<file path="src/verilog/permGlobals_defines.svh">
`ifndef PERM_GLOBALS_DEFINES_SVH
`define PERM_GLOBALS_DEFINES_SVH

// truth table of a seven-variable function.
`define BOT_WIDTH 128

// function variables.
`define NUM_VARS 7

// orderings of variables 3 to 6.
`define NUM_CHECK_PERMS 24

// holds counts up to 42 * 24 = 1008.
`define TALLY_WIDTH 10

// input FIFO holds 16 bots.
`define FIFO_DEPTH_LOG2 4

`endif

</file>
<file path="src/verilog/permTypes.sv">
`default_nettype none

`include "permGlobals_defines.svh"

package permTypes;

    typedef logic [`BOT_WIDTH-1:0] botT;
    typedef logic [`NUM_CHECK_PERMS-1:0] permMaskT;
    typedef logic [`TALLY_WIDTH-1:0] tallyT;

    // exchange variables a and c, bit n moves to n with bits a and c swapped.
    function automatic botT varSwap(botT b, int a, int c);
        botT result;
        int n;
        int m;
        int bitA;
        int bitC;
        for (n = 0; n < `BOT_WIDTH; n++) begin
            bitA = (n >> a) & 1;
            bitC = (n >> c) & 1;
            m = n & ~((1 << a) | (1 << c));
            m = m | (bitA << c) | (bitC << a);
            result[m] = b[n];
        end
        return result;
    endfunction

    // ordering p of variables 3..6, lexicographic, p = 0 is the identity.
    function automatic botT permuteUpper4(botT b, int p);
        int pool [4];
        int order [4];
        int rem;
        int radix;
        int pick;
        int k;
        int j;
        int n;
        int m;
        botT result;
        for (k = 0; k < 4; k++) begin
            pool[k] = k;
        end
        rem = p;
        radix = 6;
        // factorial digits pick from the remaining variables.
        for (k = 0; k < 4; k++) begin
            pick = rem / radix;
            rem = rem % radix;
            order[k] = pool[pick];
            for (j = 0; j < 3; j++) begin
                if (j >= pick) begin
                    pool[j] = pool[j + 1];
                end
            end
            radix = (radix > 1) ? radix / (3 - k) : 1;
        end
        for (n = 0; n < `BOT_WIDTH; n++) begin
            m = n & 7;
            for (k = 0; k < 4; k++) begin
                m = m | (((n >> (3 + k)) & 1) << (3 + order[k]));
            end
            result[m] = b[n];
        end
        return result;
    endfunction

endpackage

`default_nettype wire

</file>
<file path="src/verilog/botInputFifo.sv">
`timescale 1ns/1ps
`default_nettype none

`include "permGlobals_defines.svh"

module botInputFifo #(
    parameter int depthLog2 = `FIFO_DEPTH_LOG2
) (
    input  wire logic            clk,
    input  wire logic            rst,
    input  wire permTypes::botT  botIn,
    input  wire logic            botInStrobe,
    input  wire logic            hasSpaceForNextBot,
    output logic                 writeInputBot,
    output permTypes::botT       fifoBot,
    output logic [depthLog2:0]   usedw
);

    import permTypes::*;

    localparam int depth = 1 << depthLog2;
    localparam logic [depthLog2:0] fullLevel = {1'b1, {depthLog2{1'b0}}};

    botT mem [depth];
    logic [depthLog2-1:0] wrPtr;
    logic [depthLog2-1:0] rdPtr;
    logic [depthLog2:0] count;
    logic full;
    logic empty;
    logic doWrite;
    logic doRead;

    assign empty = (count == '0);
    assign full = (count == fullLevel);

    // pop as soon as the generator slot is free.
    assign doRead = hasSpaceForNextBot && !empty;
    // a pop in the same cycle frees the entry.
    assign doWrite = botInStrobe && (!full || doRead);

    assign writeInputBot = doRead;
    assign fifoBot = mem[rdPtr];
    assign usedw = count;

    always_ff @(posedge clk) begin
        if (doWrite) begin
            mem[wrPtr] <= botIn;
        end
    end

    always_ff @(posedge clk) begin
        if (rst) begin
            wrPtr <= '0;
            rdPtr <= '0;
            count <= '0;
        end else begin
            if (doWrite) begin
                wrPtr <= wrPtr + 1'b1;
            end
            if (doRead) begin
                rdPtr <= rdPtr + 1'b1;
            end
            case ({doWrite, doRead})
                2'b10: count <= count + 1'b1;
                2'b01: count <= count - 1'b1;
                default: count <= count;
            endcase
        end
    end

    // no back-pressure on the input, so a full FIFO must be draining.
    assert property (@(posedge clk) disable iff (rst)
        botInStrobe && full |-> writeInputBot);

endmodule

`default_nettype wire

</file>
<file path="src/verilog/permutationCounterTop.sv">
`timescale 1ns/1ps
`default_nettype none

`include "permGlobals_defines.svh"

module permutationCounterTop (
    input  wire logic                   clk,
    input  wire logic                   rst,
    input  wire permTypes::botT         top,
    input  wire permTypes::botT         botIn,
    input  wire logic                   botInStrobe,
    output logic [`FIFO_DEPTH_LOG2:0]   usedw,
    output permTypes::tallyT            resultCount,
    output logic                        resultStrobe
);

    import permTypes::*;

    botT fifoBot;
    logic writeInputBot;
    logic hasSpaceForNextBot;

    botT genBot;
    logic genBotValid;
    logic genSeriesFinished;

    permMaskT validMask;
    logic maskValid;
    logic seriesDone;

    botInputFifo #(
        .depthLog2(`FIFO_DEPTH_LOG2)
    ) inputFifo (
        .clk(clk),
        .rst(rst),
        .botIn(botIn),
        .botInStrobe(botInStrobe),
        .hasSpaceForNextBot(hasSpaceForNextBot),
        .writeInputBot(writeInputBot),
        .fifoBot(fifoBot),
        .usedw(usedw)
    );

    permutationGenerator67 generator (
        .clk(clk),
        .rst(rst),
        .inputBot(fifoBot),
        .writeInputBot(writeInputBot),
        .hasSpaceForNextBot(hasSpaceForNextBot),
        .outputBot(genBot),
        .outputBotValid(genBotValid),
        .botSeriesFinished(genSeriesFinished)
    );

    permuteCheck24 permCheck (
        .clk(clk),
        .rst(rst),
        .top(top),
        .bot(genBot),
        .botValid(genBotValid),
        .seriesIn(genSeriesFinished),
        .validMask(validMask),
        .maskValid(maskValid),
        .seriesOut(seriesDone)
    );

    permutationTally tally (
        .clk(clk),
        .rst(rst),
        .validMask(validMask),
        .maskValid(maskValid),
        .seriesDone(seriesDone),
        .resultCount(resultCount),
        .resultStrobe(resultStrobe)
    );

endmodule

`default_nettype wire

</file>
<file path="src/verilog/permutationGenerator67.sv">
`timescale 1ns/1ps
`default_nettype none

`include "permGlobals_defines.svh"

module permutationGenerator67 (
    input  wire logic           clk,
    input  wire logic           rst,
    input  wire permTypes::botT inputBot,
    input  wire logic           writeInputBot,
    output logic                hasSpaceForNextBot,
    output permTypes::botT      outputBot,
    output logic                outputBotValid,
    output logic                botSeriesFinished
);

    import permTypes::*;

    localparam logic [2:0] innerLast = 3'(`NUM_VARS - 1);
    localparam logic [2:0] outerLast = 3'(`NUM_VARS - 2);

    botT nextBot;
    logic nextBotValid;
    botT currentlyPermuting;
    logic currentlyPermutingValid;

    logic [2:0] innerCount;
    logic [2:0] outerCount;
    logic wrap;

    botT firstStage [`NUM_VARS];
    botT selectedFirst;
    botT secondStage [`NUM_VARS-1];

    assign hasSpaceForNextBot = !nextBotValid;
    // last of the 42 swap pairs.
    assign wrap = (innerCount == innerLast) && (outerCount == outerLast);

    // pending slot.
    always_ff @(posedge clk) begin
        if (rst) begin
            nextBotValid <= 1'b0;
        end else if (writeInputBot) begin
            nextBotValid <= 1'b1;
        end else if (wrap) begin
            nextBotValid <= 1'b0;
        end
    end

    always_ff @(posedge clk) begin
        if (writeInputBot) begin
            nextBot <= inputBot;
        end
        if (wrap) begin
            currentlyPermuting <= nextBot;
        end
    end

    // free-running 7 x 6 sequencer.
    always_ff @(posedge clk) begin
        if (rst) begin
            innerCount <= '0;
            outerCount <= '0;
            currentlyPermutingValid <= 1'b0;
            botSeriesFinished <= 1'b0;
        end else begin
            botSeriesFinished <= 1'b0;
            if (innerCount == innerLast) begin
                innerCount <= '0;
                if (outerCount == outerLast) begin
                    outerCount <= '0;
                    currentlyPermutingValid <= nextBotValid;
                    botSeriesFinished <= currentlyPermutingValid;
                end else begin
                    outerCount <= outerCount + 1'b1;
                end
            end else begin
                innerCount <= innerCount + 1'b1;
            end
        end
    end

    // swap variable 0 with i, then variable 1 with j+1.
    for (genvar i = 0; i < `NUM_VARS; i++) begin : genFirst
        assign firstStage[i] = varSwap(currentlyPermuting, 0, i);
    end

    assign selectedFirst = firstStage[innerCount];

    for (genvar j = 0; j < `NUM_VARS - 1; j++) begin : genSecond
        assign secondStage[j] = varSwap(selectedFirst, 1, j + 1);
    end

    assign outputBot = secondStage[outerCount];
    assign outputBotValid = currentlyPermutingValid;

    // the FIFO only pops into an empty slot.
    assert property (@(posedge clk) disable iff (rst)
        writeInputBot |-> !nextBotValid);

endmodule

`default_nettype wire

</file>
<file path="src/verilog/permutationTally.sv">
`timescale 1ns/1ps
`default_nettype none

`include "permGlobals_defines.svh"

module permutationTally (
    input  wire logic               clk,
    input  wire logic               rst,
    input  wire permTypes::permMaskT validMask,
    input  wire logic               maskValid,
    input  wire logic               seriesDone,
    output permTypes::tallyT        resultCount,
    output logic                    resultStrobe
);

    import permTypes::*;

    // 42 generator pairs times 24 orderings.
    localparam int maxTally = `NUM_VARS * (`NUM_VARS - 1) * `NUM_CHECK_PERMS;

    tallyT runningSum;
    tallyT maskCount;

    function automatic tallyT popCount(permMaskT mask);
        tallyT total;
        int k;
        total = '0;
        for (k = 0; k < `NUM_CHECK_PERMS; k++) begin
            total = total + tallyT'(mask[k]);
        end
        return total;
    endfunction

    assign maskCount = popCount(validMask);

    always_ff @(posedge clk) begin
        if (rst) begin
            runningSum <= '0;
            resultStrobe <= 1'b0;
        end else begin
            resultStrobe <= seriesDone;
            if (seriesDone) begin
                // next series may already have its first mask here.
                runningSum <= maskValid ? maskCount : '0;
            end else if (maskValid) begin
                runningSum <= runningSum + maskCount;
            end
        end
    end

    always_ff @(posedge clk) begin
        if (seriesDone) begin
            resultCount <= runningSum;
        end
    end

    // one series never sees more than 42 masks.
    assert property (@(posedge clk) disable iff (rst)
        runningSum <= tallyT'(maxTally));

endmodule

`default_nettype wire

</file>
<file path="src/verilog/permuteCheck24.sv">
`timescale 1ns/1ps
`default_nettype none

`include "permGlobals_defines.svh"

module permuteCheck24 (
    input  wire logic           clk,
    input  wire logic           rst,
    input  wire permTypes::botT top,
    input  wire permTypes::botT bot,
    input  wire logic           botValid,
    input  wire logic           seriesIn,
    output permTypes::permMaskT validMask,
    output logic                maskValid,
    output logic                seriesOut
);

    import permTypes::*;

    botT permuted [`NUM_CHECK_PERMS];
    permMaskT maskNext;

    // one subset test per ordering of variables 3..6.
    for (genvar p = 0; p < `NUM_CHECK_PERMS; p++) begin : genCheck
        assign permuted[p] = permuteUpper4(bot, p);
        // below top: no 1 where top has a 0.
        assign maskNext[p] = ~|(permuted[p] & ~top);
    end

    always_ff @(posedge clk) begin
        validMask <= maskNext;
    end

    // flags stay aligned with the mask.
    always_ff @(posedge clk) begin
        if (rst) begin
            maskValid <= 1'b0;
            seriesOut <= 1'b0;
        end else begin
            maskValid <= botValid;
            seriesOut <= seriesIn;
        end
    end

endmodule

`default_nettype wire
</file>
<file path="config.mk">
export PLATFORM = sky130hd
export DESIGN_NAME = permutationCounterTop
export DESIGN_NICKNAME = d
export VERILOG_FILES = /design/src/verilog/permTypes.sv /design/src/verilog/botInputFifo.sv /design/src/verilog/permutationCounterTop.sv /design/src/verilog/permutationGenerator67.sv /design/src/verilog/permutationTally.sv /design/src/verilog/permuteCheck24.sv
export VERILOG_INCLUDE_DIRS = /design/src /design/src/verilog
export SDC_FILE = /design/constraint.sdc
export NUM_CORES = 2
export LEC_CHECK = 0
export BUFFER_PORTS_ARGS = -buffer_cell sky130_fd_sc_hd__buf_2
export CAP_MARGIN = 10
export CORE_ASPECT_RATIO = 1.1
export CORE_UTILIZATION = 42
export DETAILED_ROUTE_END_ITERATION = 10
export SKIP_CTS_REPAIR_TIMING = 1
export SYNTH_ARGS = -nofsm -noshare
export SYNTH_HDL_FRONTEND = slang
export SYNTH_SLANG_ARGS = --single-unit
</file>
<file path="constraint.sdc">
create_clock -name clk -period 15.45 [get_ports clk]
set_input_delay 3.09 -clock clk [delete_from_list [all_inputs] [get_ports clk]]
set_output_delay 3.09 -clock clk [all_outputs]
set_load 0.02 [all_outputs]
</file>
==> impl_results.md <==
- Post-Place Cell Area: approximately 0.11 mm2
- IO buf count: 274
- Synth area leader: edfxtp_1
- Synth unique cells: roughly 100
- Hold Violations, Final: 0
- H-tree levels: 4
- Design Power: around 17 mW
- CP arrival: 7320 ps
- Hold path start: generator.nextBot[69]
- Detailed Routing Iterations Pass 1: 8
- Clock slew seen by the registers of the worst setup and hold paths: ~60 ps
- DIE AREA: between 0.2 and 0.25 mm2
- TNS Setup: 0 ps
- Crit start category: flop
- Initial antenna violation count: 58
- Aggregate routed wire length: approximately 350 mm
- Post-Synthesis Cells: about 5.7k
- Ys flop type: edfxtp_1
- Mapped Avg Cell Area: about 18 um2
- Chip Height: about 520 um
- Post-synth ARST share: 0%
- Crit path max fanout: 63
- Routed WL per cell: between 30 and 40 um
- Residual DRC count: 0
- Final worst-path cycle share: 41.95%
- Clk buf depth: 4
- R2r endpoint: permCheck.validMask[16]
- Vias in the first global route: about 59k
- Final Setup Violations: 0
- Critical path class: flop to flop
- Post-route cell area: between 0.1 and 0.15 mm2
- Max Slew Vio Count: 6
- Clock sinks: 2373
- Commonest cells post-synth: 2314 x edfxtp_1, 632 x mux4_2, 291 x nor2_1
- Largest cells by area after synthesis: edfxtp_1 68%, mux4_2 14%, mux2i_1 1.3%
- Top-count cell post-synth: edfxtp_1
- Syn Nets: about 6.0k
- Skew final: between 90 and 100 ps
- CP required: ~16000 ps
- Hold Path End: generator.currentlyPermuting[69]
- Vias per std cell: ~6.4
- Dpl ws: about 8200 ps
- CP Capture Type: flop
- Hold crit path type: flop to flop
- Die X: 471.0 um
- Pwr Density: about 140 mW/mm2
- Critical Path Slowest Stage Cell: a221oi_2
- Max-Cap Viols: 0
- FP Rows: about 190
- Post-synth EDFFs: about 2.3k
- Failing checks: slew limit
- GR Overflow Total: 0
- Slowest stage delay, CP: about 1200 ps
- Worst hold stages: 0
- Initial core utilization: a little over two fifths
- Overall routing resource usage: ~28%
- Status: finished, violations left
- Clock tree from TritonCTS: yes
- Total CTS buffers: 239
- Crit path max-delay family: compound AO/OA/AOI/OAI gates
- Core area: 0.2407 mm2
- Post-synth top area share: between 60% and 70%
- Global-route wire length before repair: about 480 mm
- Netlist Area Pre-Place: between 0.1 and 0.15 mm2
- Post-route core utilization: about 48%
- Area delta synth->final: 12.88%
- Clock root buffer: clkbuf_16
- Minimum clock period: 6481 ps
- Detailed Place HPWL: between 200 and 250 mm
- Slew @ Worst Pin: ~1500 ps
- R2R Setup Slk: 8970 ps
- RR Startpoint: generator.innerCount[0]
- Setup WS post-layout: approximately 9000 ps
- RSZ-0062 raised after global routing: no
- Fmax: roughly 0.15 GHz
- Post-DRT Antenna Nets: 0
- Clock latency on the worst-skew pair: between 900 and 1000 ps
- CP cell instances: buf_4 -> buf_4 -> nor2b_1 -> buf_4 -> a221oi_2 -> o22ai_1 -> o21ai_0 -> o22ai_1 -> or4_1 -> nor4_1 -> and2_1 -> and4_1
- R2R cell count: 12
- Register area share after synthesis: 69.54%
- Lkg Pwr: ~36 nW
- Worst path bufs/invs: 3
- Via Count: about 60k
- Peak supply drop: about 0.1 mV
- Total Nets Final: between 6k and 7k
- Ys Warns: 0
- Seq cells post-synth: around 2.4k
- Rel. slew slack: -2.177%
- Layout cell share with drive strength beyond 1: between 20% and 30%
- DR iter-0 viols: 7210
- Most used cell, CP: buf_4
- # IOs: around 280
- Final weighted congestion in routability-driven placement: roughly 1
- Largest net degree at the start of global routing: 88
==> power breakdown <==
group | total [mW] | internal, mW | switching (mW) | leakage [nW]
Combinational | 3.18 | 1.36 | 1.82 | 10.7
Sequential | 7.78 | 7.55 | 0.233 | 21.5
Clock | 5.67 | 3.26 | 2.41 | 3.73
Total | 16.6 | 12.2 | 4.46 | 35.9
==> worst max path at each step <==
stage | startpoint | end | slack [ps] | cells past startpoint
finish | generator.innerCount[0] | permCheck.validMask[16] | 8970 | 12
floorplan | botInStrobe | inputFifo.mem[3][0] | 2200 | 4
detailed placement | botInStrobe | inputFifo.mem[5][57] | 8160 | 9
global placement | botInStrobe | inputFifo.mem[5][90] | 8160 | 9
global route | botInStrobe | inputFifo.mem[9][98] | 8940 | 9
CTS | botInStrobe | inputFifo.mem[5][109] | 9060 | 9
==> final cells by class <==
| class | instances | area [um2] |
|---|---|---|
| Fill cell | 20120 | 126000 |
| Sequential cell | 2373 | 70700 |
| Multi-Input combinational cell | 2831 | 29170 |
| Clock buffer | 280 | 6198 |
| Tap cell | 3151 | 3943 |
| Timing Repair Buffer | 461 | 2863 |
| Clock inverter | 158 | 1438 |
| Inverter | 97 | 364.1 |
| Antenna cell | 10 | 25.02 |
==> layer usage <==
metal / GRT usage [%] / up-vias / wire length [um]
li1: - / 24400 / -
met1: 39.12 / 31910 / 143200
met2: 43.50 / 3063 / 159900
met3: 5.478 / 765 / 27000
met4: 12.37 / 52 / 17460
met5: 0 / - / 327
==> placed cells by master, fill, tap and decap left out, types with 67 or more instances in the layout <==
| cell | Yosys | routed |
|---|---|---|
| a21oi_1 | 152 | 151 |
| buf_2 | 55 | 274 |
| buf_4 | 19 | 180 |
| clkbuf_16 | 0 | 242 |
| clkinv_1 | 0 | 67 |
| edfxtp_1 | 2314 | 2314 |
| inv_1 | 94 | 94 |
| mux2i_1 | 132 | 132 |
| mux4_2 | 632 | 632 |
| nand2_1 | 153 | 153 |
| nand2b_1 | 76 | 75 |
| nand3_1 | 69 | 69 |
| nor2_1 | 291 | 274 |
| nor3_1 | 99 | 94 |
| o21ai_0 | 97 | 96 |
| o22ai_1 | 202 | 202 |
==> cells by family after synthesis <==
group,Yosys count,synth area share (%)
AOI/OAI and AO/OA,991,7.006
muxes,792,15.62
buffers and inverters,449,1.955
and+or+nand+nor,986,5.053
adders and majority gates,41,0.6452
xor gates and xnor gates,21,0.1810
DFF,2373,69.54
==> sequential cells by signal, summed over array words and instances, names as in the netlist, 5 cells and up <==
name and flops:
inputFifo.usedw 5, generator.nextBot 128, tally.runningSum 10, inputFifo.mem 2048, generator.currentlyPermuting 128, tally.resultCount 10, permCheck.validMask 24
==> worst register-to-register path, stage by stage, from the launching register on <==
cell      delay, ps
dfxtp_4         630
buf_4           510
buf_4           730
nor2b_1         150
buf_4           240
a221oi_2       1170
o22ai_1         560
o21ai_0         710
o22ai_1         150
or4_1           510
nor4_1          680
and2_1          250
and4_1          180
==> through the flow <==
step,hold WS (ps),cells
floorplan,400.3,5653
global placement,402.4,8912
detailed placement,404.5,8913
CTS,388.9,9351
global route,403.1,9353
finish,394.5,9361
Note: power is estimated with default switching activity, not from simulation.
